$ cat src/rtl/qspi_phy_pkg.sv
// Shared widths, timing constants and encodings of the quad-SPI physical layer.
// Every RTL block and the testbench import this package.

`default_nettype none

package qspi_phy_pkg;

  // ==============================
  // Widths
  // ==============================

  localparam int unsigned DIV_W  = 12;  // Clock divider and tick counter.
  localparam int unsigned CNT_W  = 8;   // Serial clock periods per operation.
  localparam int unsigned DATA_W = 8;   // One byte per transfer.
  localparam int unsigned DQ_W   = 4;   // Data lanes on the pads.

  // Cycles from a sample strobe to the capture into the buffer.
  // The same delay applies from the last strobe to done, so the byte and
  // its valid flag appear together.
  localparam int unsigned SAMPLE_DELAY = 3;

  // ==============================
  // Encodings
  // ==============================

  // Lane format of a transfer.
  typedef enum logic [1:0] {
    PROTO_SINGLE = 2'd0,  // Out on lane 0, in on lane 1.
    PROTO_DUAL   = 2'd1,
    PROTO_QUAD   = 2'd2
  } proto_e;

  // Operation kind.
  typedef enum logic {
    FN_TRANSFER = 1'b0,  // Shift a byte out and in.
    FN_TIMING   = 1'b1   // Hold the bus for a number of clock periods.
  } op_fn_e;

endpackage

`default_nettype wire

$ cat src/rtl/qspi_sck_gen.sv
// Serial clock scheduler of the quad-SPI physical layer.
// A tick counter divides the system clock into half periods, and a beat
// counter loaded from the operation counts whole periods. Each half period
// is marked as a sample or a setup beat for the shift buffer.

`timescale 1ns/1ps
`default_nettype none

module qspi_sck_gen
  import qspi_phy_pkg::*;
(
  input  wire              clock,
  input  wire              reset,
  input  wire              op_fire_i,
  input  var  op_fn_e      op_fn_i,
  input  wire              op_stb_i,
  input  wire [CNT_W-1:0]  op_cnt_i,
  input  wire [DIV_W-1:0]  sck_div_i,
  input  wire              sck_pol_i,
  input  wire              sck_pha_i,
  output logic             sck_o,
  output logic             setup_o,
  output logic             sample_o,
  output logic             last_o,
  output logic             stop_o
);

  logic [DIV_W-1:0] div_q;
  logic             pol_q;
  logic             pha_q;
  op_fn_e           fn_q;
  logic [DIV_W-1:0] tcnt_q;
  logic [CNT_W-1:0] scnt_q;
  logic             cref_q;   // Reference phase, high before the sample half.
  logic             beat;
  logic             run;
  logic             xfr;
  logic             cinv;
  logic             end_beat;

  assign stop_o = (scnt_q == '0);
  assign beat   = (tcnt_q == '0);
  assign run    = !stop_o && beat;
  assign xfr    = (fn_q == FN_TRANSFER);
  assign cinv   = pha_q ^ pol_q;

  // The setup half of the final period closes the operation.
  assign end_beat = run && !cref_q && (scnt_q == CNT_W'(1));

  assign sample_o = run && xfr && cref_q;
  assign last_o   = sample_o && (scnt_q == CNT_W'(1));
  // A transfer drives its first lane bits in the accepting cycle.
  assign setup_o  = (op_fire_i && (op_fn_i == FN_TRANSFER)) ||
                    (run && xfr && !cref_q && !end_beat);

  // ==============================
  // Settings
  // ==============================

  always_ff @(posedge clock or posedge reset) begin
    if (reset) begin
      div_q <= '0;
      pol_q <= 1'b0;
      pha_q <= 1'b0;
      fn_q  <= FN_TIMING;
    end else if (op_fire_i) begin
      fn_q <= op_fn_i;
      if ((op_fn_i == FN_TIMING) && op_stb_i) begin
        div_q <= sck_div_i;
        pol_q <= sck_pol_i;
        pha_q <= sck_pha_i;
      end
    end
  end

  // ==============================
  // Counters and serial clock
  // ==============================

  always_ff @(posedge clock or posedge reset) begin
    if (reset) begin
      tcnt_q <= '0;
      scnt_q <= '0;
      cref_q <= 1'b1;
    end else begin
      if (stop_o || beat) begin
        tcnt_q <= div_q;  // Half period is div plus one cycles.
      end else begin
        tcnt_q <= tcnt_q - 1'b1;
      end
      if (op_fire_i) begin
        scnt_q <= op_cnt_i;
      end else if (run && !cref_q) begin
        scnt_q <= scnt_q - 1'b1;
      end
      if (run) begin
        cref_q <= !cref_q;
      end
    end
  end

  always_ff @(posedge clock or posedge reset) begin
    if (reset) begin
      sck_o <= 1'b0;
    end else if (op_fire_i) begin
      if ((op_fn_i == FN_TRANSFER) && (op_cnt_i != '0)) begin
        sck_o <= cinv;  // Phase 1 moves the clock off idle right away.
      end else if ((op_fn_i == FN_TIMING) && op_stb_i) begin
        sck_o <= sck_pol_i;
      end
    end else if (end_beat) begin
      sck_o <= pol_q;
    end else if (run && xfr) begin
      sck_o <= cref_q ^ cinv;
    end
  end

  // Between operations the serial clock rests at its idle polarity.
  a_sck_idle: assert property (@(posedge clock) disable iff (reset)
    stop_o |-> (sck_o == pol_q))
    else $error("sck_o left its idle level while the scheduler was idle");

endmodule

`default_nettype wire

$ cat src/rtl/qspi_shift_buffer.sv
// Shift datapath of the quad-SPI physical layer.
// Holds the byte being sent and received, the lane output register and the
// format settings. Received lanes are captured after the pad delay and the
// byte is turned back into the requested bit order for the caller.

`timescale 1ns/1ps
`default_nettype none

module qspi_shift_buffer
  import qspi_phy_pkg::*;
(
  input  wire               clock,
  input  wire               reset,
  input  wire               op_fire_i,
  input  var  op_fn_e       op_fn_i,
  input  wire               op_stb_i,
  input  wire [DATA_W-1:0]  op_data_i,
  input  var  proto_e       fmt_proto_i,
  input  wire               fmt_endian_i,  // High for LSB-first.
  input  wire               setup_i,
  input  wire               sample_i,
  input  wire               stop_i,
  input  wire [DQ_W-1:0]    dq_i,
  output proto_e            proto_o,
  output logic [DQ_W-1:0]   dq_o,
  output logic [DATA_W-1:0] rx_data_o
);

  proto_e                  proto_q;
  proto_e                  proto_eff;
  logic                    endian_q;
  logic                    endian_eff;
  logic                    load_fmt;
  logic                    fire_xfr;
  logic [DATA_W-1:0]       tx_byte;
  logic [DQ_W-1:0]         tx_top;
  logic [DATA_W-1:0]       buf_q;
  logic [DATA_W-1:0]       buf_next;
  logic [DQ_W-1:0]         txd_q;
  logic [DQ_W-1:0]         txd_next;
  logic                    setup_d_q;
  logic [SAMPLE_DELAY-1:0] sample_pipe_q;
  logic                    sample_d;
  logic                    shift;

  function automatic logic [DATA_W-1:0] bit_reverse(input logic [DATA_W-1:0] value);
    logic [DATA_W-1:0] result;
    for (int i = 0; i < DATA_W; i++) begin
      result[i] = value[DATA_W-1-i];
    end
    return result;
  endfunction

  assign load_fmt   = op_fire_i && op_stb_i;
  assign fire_xfr   = op_fire_i && (op_fn_i == FN_TRANSFER);
  assign proto_eff  = load_fmt ? fmt_proto_i : proto_q;
  assign endian_eff = load_fmt ? fmt_endian_i : endian_q;

  // The buffer always shifts from the top, so LSB-first bytes enter reversed.
  assign tx_byte = endian_eff ? bit_reverse(op_data_i) : op_data_i;
  assign tx_top  = fire_xfr ? tx_byte[DATA_W-1 -: DQ_W] : buf_q[DATA_W-1 -: DQ_W];

  assign sample_d = sample_pipe_q[SAMPLE_DELAY-1];
  // The final capture has no setup after it and shifts on its own.
  assign shift    = setup_d_q || (sample_d && stop_i);

  // ==============================
  // Next lane bits and buffer
  // ==============================

  always_comb begin
    txd_next = '0;
    case (proto_eff)
      PROTO_SINGLE: txd_next[0]   = tx_top[DQ_W-1];
      PROTO_DUAL:   txd_next[1:0] = tx_top[DQ_W-1 -: 2];
      PROTO_QUAD:   txd_next      = tx_top;
      default:      txd_next      = '0;
    endcase
  end

  // Sampled lanes land in the low bits and move up on the following shift.
  always_comb begin
    buf_next = buf_q;
    if (fire_xfr) begin
      buf_next = tx_byte;
    end else begin
      case (proto_q)
        PROTO_SINGLE: begin
          if (shift) buf_next[DATA_W-1:1] = buf_q[DATA_W-2:0];
          if (sample_d) buf_next[0] = dq_i[1];
        end
        PROTO_DUAL: begin
          if (shift) buf_next[DATA_W-1:2] = buf_q[DATA_W-3:0];
          if (sample_d) buf_next[1:0] = dq_i[1:0];
        end
        PROTO_QUAD: begin
          if (shift) buf_next[DATA_W-1:DQ_W] = buf_q[DATA_W-DQ_W-1:0];
          if (sample_d) buf_next[DQ_W-1:0] = dq_i;
        end
        default: buf_next = buf_q;
      endcase
    end
  end

  always_ff @(posedge clock or posedge reset) begin
    if (reset) begin
      proto_q       <= PROTO_SINGLE;
      endian_q      <= 1'b0;
      buf_q         <= '0;
      txd_q         <= '0;
      setup_d_q     <= 1'b0;
      sample_pipe_q <= '0;
    end else begin
      if (load_fmt) begin
        proto_q  <= fmt_proto_i;
        endian_q <= fmt_endian_i;
      end
      buf_q <= buf_next;
      if (setup_i) begin
        txd_q <= txd_next;
      end
      setup_d_q     <= setup_i;
      sample_pipe_q <= {sample_pipe_q[SAMPLE_DELAY-2:0], sample_i};
    end
  end

  assign proto_o   = proto_q;
  assign dq_o      = txd_q;
  assign rx_data_o = endian_q ? bit_reverse(buf_q) : buf_q;

  // The far end samples while the lane bits hold steady.
  a_txd_steady: assert property (@(posedge clock) disable iff (reset)
    sample_i |=> $stable(txd_q))
    else $error("Lane output register changed on a sampling strobe");

endmodule

`default_nettype wire

$ cat src/rtl/qspi_op_sequencer.sv
// Operation sequencer of the quad-SPI physical layer.
// Accepts operations, tracks when the received byte is complete and drives
// the output enables of the data lanes from the protocol and direction.

`timescale 1ns/1ps
`default_nettype none

module qspi_op_sequencer
  import qspi_phy_pkg::*;
(
  input  wire              clock,
  input  wire              reset,
  input  wire              op_valid_i,
  input  var  op_fn_e      op_fn_i,
  input  wire              op_stb_i,
  input  wire [CNT_W-1:0]  op_cnt_i,
  input  wire              fmt_iodir_i,  // High when the lanes drive data out.
  input  wire              stop_i,
  input  wire              last_i,
  input  var  proto_e      proto_i,
  output logic             op_fire_o,
  output logic             op_ready_o,
  output logic             rx_valid_o,
  output logic [DQ_W-1:0]  dq_oe_o
);

  logic [SAMPLE_DELAY-1:0] last_pipe_q;
  logic                    last_d;
  logic                    done_q;
  logic                    iodir_q;
  logic                    wide_out;
  logic                    quad_out;

  assign last_d     = last_pipe_q[SAMPLE_DELAY-1];
  assign op_ready_o = done_q && stop_i;
  assign op_fire_o  = op_valid_i && op_ready_o;
  assign rx_valid_o = done_q;

  always_ff @(posedge clock or posedge reset) begin
    if (reset) begin
      last_pipe_q <= '0;
      done_q      <= 1'b1;
      iodir_q     <= 1'b0;
    end else begin
      last_pipe_q <= {last_pipe_q[SAMPLE_DELAY-2:0], last_i};
      if (op_fire_o && (op_fn_i == FN_TRANSFER)) begin
        done_q <= (op_cnt_i == '0);  // An empty transfer is done at once.
      end else if (last_d) begin
        done_q <= 1'b1;
      end
      if (op_fire_o && op_stb_i) begin
        iodir_q <= fmt_iodir_i;
      end
    end
  end

  // ==============================
  // Lane enables
  // ==============================

  // Single mode always sends on lane 0 and listens on lane 1.
  assign wide_out = iodir_q && ((proto_i == PROTO_DUAL) || (proto_i == PROTO_QUAD));
  assign quad_out = iodir_q && (proto_i == PROTO_QUAD);

  assign dq_oe_o = {quad_out, quad_out, wide_out, (proto_i == PROTO_SINGLE) || wide_out};

  // A counted operation keeps the scheduler busy, which blocks the next fire.
  a_fire_busy: assert property (@(posedge clock) disable iff (reset)
    op_fire_o && (op_cnt_i != '0) |=> !stop_i && !op_fire_o)
    else $error("Scheduler did not start on an accepted operation");

endmodule

`default_nettype wire

$ cat src/rtl/qspi_phy.sv
// Top level of the quad-SPI physical layer.
// Connects the clock scheduler, the shift buffer and the operation sequencer
// to the operation port, the control settings and the pads. One operation
// runs at a time and the caller waits for op_ready_o.

`timescale 1ns/1ps
`default_nettype none

module qspi_phy
  import qspi_phy_pkg::*;
(
  input  wire               clock,
  input  wire               reset,
  // Operation port.
  input  wire               op_valid_i,
  input  var  op_fn_e       op_fn_i,
  input  wire               op_stb_i,
  input  wire [CNT_W-1:0]   op_cnt_i,
  input  wire [DATA_W-1:0]  op_data_i,
  output logic              op_ready_o,
  // Control settings, latched on a strobe.
  input  wire [DIV_W-1:0]   sck_div_i,
  input  wire               sck_pol_i,
  input  wire               sck_pha_i,
  input  var  proto_e       fmt_proto_i,
  input  wire               fmt_endian_i,
  input  wire               fmt_iodir_i,
  // Received byte.
  output logic              rx_valid_o,
  output logic [DATA_W-1:0] rx_data_o,
  // Pads.
  output logic              sck_o,
  input  wire [DQ_W-1:0]    dq_i,
  output logic [DQ_W-1:0]   dq_o,
  output logic [DQ_W-1:0]   dq_oe_o
);

  logic   op_fire;
  logic   setup;
  logic   sample;
  logic   last;
  logic   stop;
  proto_e proto;

  qspi_sck_gen sck_gen_i (
    .clock     (clock),
    .reset     (reset),
    .op_fire_i (op_fire),
    .op_fn_i   (op_fn_i),
    .op_stb_i  (op_stb_i),
    .op_cnt_i  (op_cnt_i),
    .sck_div_i (sck_div_i),
    .sck_pol_i (sck_pol_i),
    .sck_pha_i (sck_pha_i),
    .sck_o     (sck_o),
    .setup_o   (setup),
    .sample_o  (sample),
    .last_o    (last),
    .stop_o    (stop)
  );

  qspi_shift_buffer shift_buffer_i (
    .clock        (clock),
    .reset        (reset),
    .op_fire_i    (op_fire),
    .op_fn_i      (op_fn_i),
    .op_stb_i     (op_stb_i),
    .op_data_i    (op_data_i),
    .fmt_proto_i  (fmt_proto_i),
    .fmt_endian_i (fmt_endian_i),
    .setup_i      (setup),
    .sample_i     (sample),
    .stop_i       (stop),
    .dq_i         (dq_i),
    .proto_o      (proto),
    .dq_o         (dq_o),
    .rx_data_o    (rx_data_o)
  );

  qspi_op_sequencer op_sequencer_i (
    .clock       (clock),
    .reset       (reset),
    .op_valid_i  (op_valid_i),
    .op_fn_i     (op_fn_i),
    .op_stb_i    (op_stb_i),
    .op_cnt_i    (op_cnt_i),
    .fmt_iodir_i (fmt_iodir_i),
    .stop_i      (stop),
    .last_i      (last),
    .proto_i     (proto),
    .op_fire_o   (op_fire),
    .op_ready_o  (op_ready_o),
    .rx_valid_o  (rx_valid_o),
    .dq_oe_o     (dq_oe_o)
  );

endmodule

`default_nettype wire

$ cat config.mk
export PLATFORM = sky130hd
export DESIGN_NAME = qspi_phy
export DESIGN_NICKNAME = d
export VERILOG_FILES = /design/src/rtl/qspi_phy_pkg.sv /design/src/rtl/qspi_sck_gen.sv /design/src/rtl/qspi_shift_buffer.sv /design/src/rtl/qspi_op_sequencer.sv /design/src/rtl/qspi_phy.sv
export SDC_FILE = /design/constraint.sdc
export NUM_CORES = 1
export LEC_CHECK = 0
export ABC_CLOCK_PERIOD_IN_PS = 3200
export BUFFER_PORTS_ARGS = -buffer_cell sky130_fd_sc_hd__buf_2
export CORE_ASPECT_RATIO = 1.4
export CORE_UTILIZATION = 30
export DETAILED_ROUTE_END_ITERATION = 8
export SETUP_SLACK_MARGIN = 0.1
export SYNTH_ARGS = -nofsm -noshare
export SYNTH_HDL_FRONTEND = slang
export SYNTH_HIERARCHICAL = 1
export SYNTH_SLANG_ARGS = --single-unit
$ cat constraint.sdc
create_clock -name clock -period 3.2 [get_ports clock]
set_input_delay 0.48 -clock clock [delete_from_list [all_inputs] [get_ports clock]]
set_output_delay 0.48 -clock clock [all_outputs]
set_load 0.1 [all_outputs]
==> flow_summary.toml <==
[outcome]
status = "finished, final reports clean"

[setup_path]
worstSetupEndpointType = "flip-flop"
start_kind = "flip-flop"
crit_required_ns = 3.40
r2r_cells = 11
rrSetupSlack_ns = 0.34
reg2reg_to = "shift_buffer_i/dq_o[0]"
crit_path_max_fanout = 21
worstPathArrival_ns = 3.06
reg2reg_from = "sck_gen_i/scnt_q[2]"
criticalPathCategory = "reg -> reg"

[placed_design]
gp_congestion = 0.917
dp_hpwl_um = 6680
port_buffers = 61
numPlacedInstances = 567

[detailed_routing]
drt_drc_violations_left = 0
dr.pass1.iters = 4
avgViaCountPerCell = 5.09
ant_nets = 0
wl_per_cell_um = 15.2
drt-total-wl_um = 8870
num_vias = 2966
first_iter_violations = 157

[sta]
hold_violations = 0
skew_ns = 0.00650
finalSetupViolCount = 0
fmax_mhz = 349
hold_slack_ns = 0.0839
final_max_slew_viol_count = 0
worst_slew_pin_slew_ns = 0.813
setup_tns_ns = 0
finalCritPeriodShare = 0.895
rsz0062_at_grt = "no"
slew_headroom = 0.458
min_period_ns = 2.86

[yosys]
synthArstFlopShare = 1.00
synthSimpleGateAreaFrac = 0.191
synth.distinct_cells = 64
synth.most_common_cell = "dfrtp_1"
synth-compound-area-share = 0.130
synth_edf_count = 0
postSynthAreaPerCell_um2 = 9.83
yosysSeqAreaShare = 0.419
yosys_warnings = 6
yosys.area.top_type_share = 0.397
syn_area_um2 = 3660
ys_seq_elements = 61
synth_common_cells = "58 x dfrtp_1, 33 x nand2_1, 26 x mux2_2, 24 x nor2_1, 22 x inv_1"
synth_top_family_by_area = "simple AND/OR/NAND/NOR gates"
synthCells = 372
synthMuxAreaShare = 0.118
ys_dominant_reg_cell = "dfrtp_1"
synth.net_count = 428
synth_fa_ha_area_frac = 0.0445
synth_xor_area_frac = 0.0455
synth.area.top_cells = "dfrtp_1 40%, mux2_2 8.0%, ha_1 4.4%"
yosysTopAreaCell = "dfrtp_1"

[cts]
htreeDepth = 3
cts_num_sinks = 61
insertion_delay_ns = 0.32
ctsHoldBuffers = 0
cts_root_buffer = "clkbuf_16"
path_clk_slew_ns = 0.05
cts_tree = "built"
clk_path_buf_depth = 2
cts_setup_buffers = 0
cts_buffers = 9
cts_resized = 0

[final_layout]
drive_gt1_frac = 0.305
fillCellCount = 1225
multiInputGateArea_um2 = 1940
fin_util = 0.370
syn_to_final_growth_pct = 20.3
layout.cells.non_filler = 583
diodes = 0
fin_nets = 487
area.sequential_um2 = 1530

[grt]
grt_max_degree = 38
grt_pass1_wl_um = 14200
overflow = 0
track_usage = 0.148
antenna_found_initial = 0
grt_pass1_vias = 2901

[floorplanning]
die_area_um2 = 12600
pin_count = 62
core_um2 = 11900
fp-row-count = 47
chipWidth_um = 95.3
start_util = 0.308
die-height_um = 133

[pwr]
p_total_mw = 1.97
p_int_mw = 1.54
p_clk_frac = 0.534
sequentialPowerShare = 0.399
ir_worst_vdd_mv = 0.264
power.density_nw_per_um2 = 449
leakage_nw = 2.07
p_sw_frac = 0.221
p_sw_mw = 0.437
pwr-share-comb = 0.067

[hold_path]
hold_class = "in -> async"

[run]
max_cap_viol_count = 0
-- sequential cells by signal, indices dropped and copies added (netlist names), 2 cells and up --
register / count
op_sequencer_i/last_pipe_q: 3
shift_buffer_i/dq_o: 4
sck_gen_i/tcnt_q: 12
shift_buffer_i/proto_o: 2
shift_buffer_i/buf_q: 8
shift_buffer_i/sample_pipe_q: 3
sck_gen_i/div_q: 12
sck_gen_i/scnt_q: 8
-- critical path, cell delays in order (launching register included) --
cell      delay (ns)
dfrtp_1         0.42
nor4_2          0.39
and3_2          0.32
and3_4          0.35
nand2_1         0.15
mux2i_1         0.30
inv_1           0.14
ha_1            0.25
o21ai_0         0.09
a31oi_1         0.07
a31oi_1         0.16
o211ai_1        0.10
-- final cells by class --
type	count	area share
inverter	22	0.0188
multi-input combinational	272	0.441
clock buffer	12	0.0583
clock inverter	4	0.0159
sequential	61	0.348
tap	147	0.0418
timing repair buffer	65	0.0762
-- stage by stage --
step | instance area, um^2 | setup WS [ns]
4_1_cts | 4390 | 0.265
6_report | 4400 | 0.337
5_1_grt | 4400 | 0.192
3_3_place_gp | 4070 | 0.384
3_5_place_dp | 4070 | 0.271
2_1_floorplan | 3660 | 0.706
-- how the worst max path moves through the flow --
stage | slack [ns] | from | endpoint | depth (start not counted)
floorplan | 0.71 | sck_gen_i/scnt_q[2] | shift_buffer_i/dq_o[1] | 11
global placement | 0.38 | sck_gen_i/scnt_q[2] | shift_buffer_i/dq_o[1] | 11
detailed placement | 0.27 | sck_gen_i/scnt_q[2] | shift_buffer_i/dq_o[0] | 11
CTS | 0.26 | sck_gen_i/scnt_q[2] | shift_buffer_i/dq_o[0] | 11
global route | 0.19 | sck_gen_i/scnt_q[2] | shift_buffer_i/dq_o[0] | 11
finish | 0.34 | sck_gen_i/scnt_q[2] | shift_buffer_i/dq_o[0] | 11
-- placed cells by master (no fill, tap or decap), types with 3 or more instances in the layout --
| cell | netlist | routed |
|---|---|---|
| nor2b_1 | 3 | 3 |
| dfstp_2 | 3 | 3 |
| mux2i_1 | 9 | 9 |
| nand3_1 | 8 | 8 |
| o21ai_0 | 20 | 19 |
| nor2_1 | 24 | 24 |
| a22oi_1 | 6 | 6 |
| mux2_1 | 3 | 3 |
| xnor2_1 | 16 | 16 |
| dfrtp_1 | 58 | 58 |
| clkbuf_16 | 0 | 9 |
| a21oi_1 | 15 | 15 |
| a31oi_1 | 10 | 10 |
| buf_4 | 6 | 4 |
| inv_1 | 22 | 22 |
| nor3_1 | 9 | 9 |
| ha_1 | 13 | 13 |
| nand2b_1 | 6 | 6 |
| nand2_1 | 33 | 33 |
| mux2_2 | 26 | 26 |
| o22ai_1 | 4 | 4 |
| nor4_1 | 9 | 8 |
| buf_2 | 6 | 61 |
| xor2_1 | 3 | 3 |
| o21ai_1 | 7 | 8 |
-- power by group through the flow --
stage	sequential [mW]	combinational [mW]	clock (mW)
after floorplan	0.801	0.0772	0
after global placement	0.800	0.133	0
after detailed placement	0.800	0.134	0
after CTS	0.787	0.134	1.08
after global routing	0.787	0.145	1.11
final	0.787	0.133	1.05
-- cell families after synthesis --
logic type,after synthesis
compound gates,77
flops,61
fa+ha+maj,13
simple gates,124
mux,39
buf+inv,39
xor+xnor,19
-- metal layers --
layer  routed length, um  global-route usage  part of all wire
met1                3600               0.168              0.41
met2                4510               0.256              0.51
met3                 451              0.0264             0.051
met4                 314              0.0791             0.035
met5                   0                   0                 0
(Power assumes the default switching activity.)
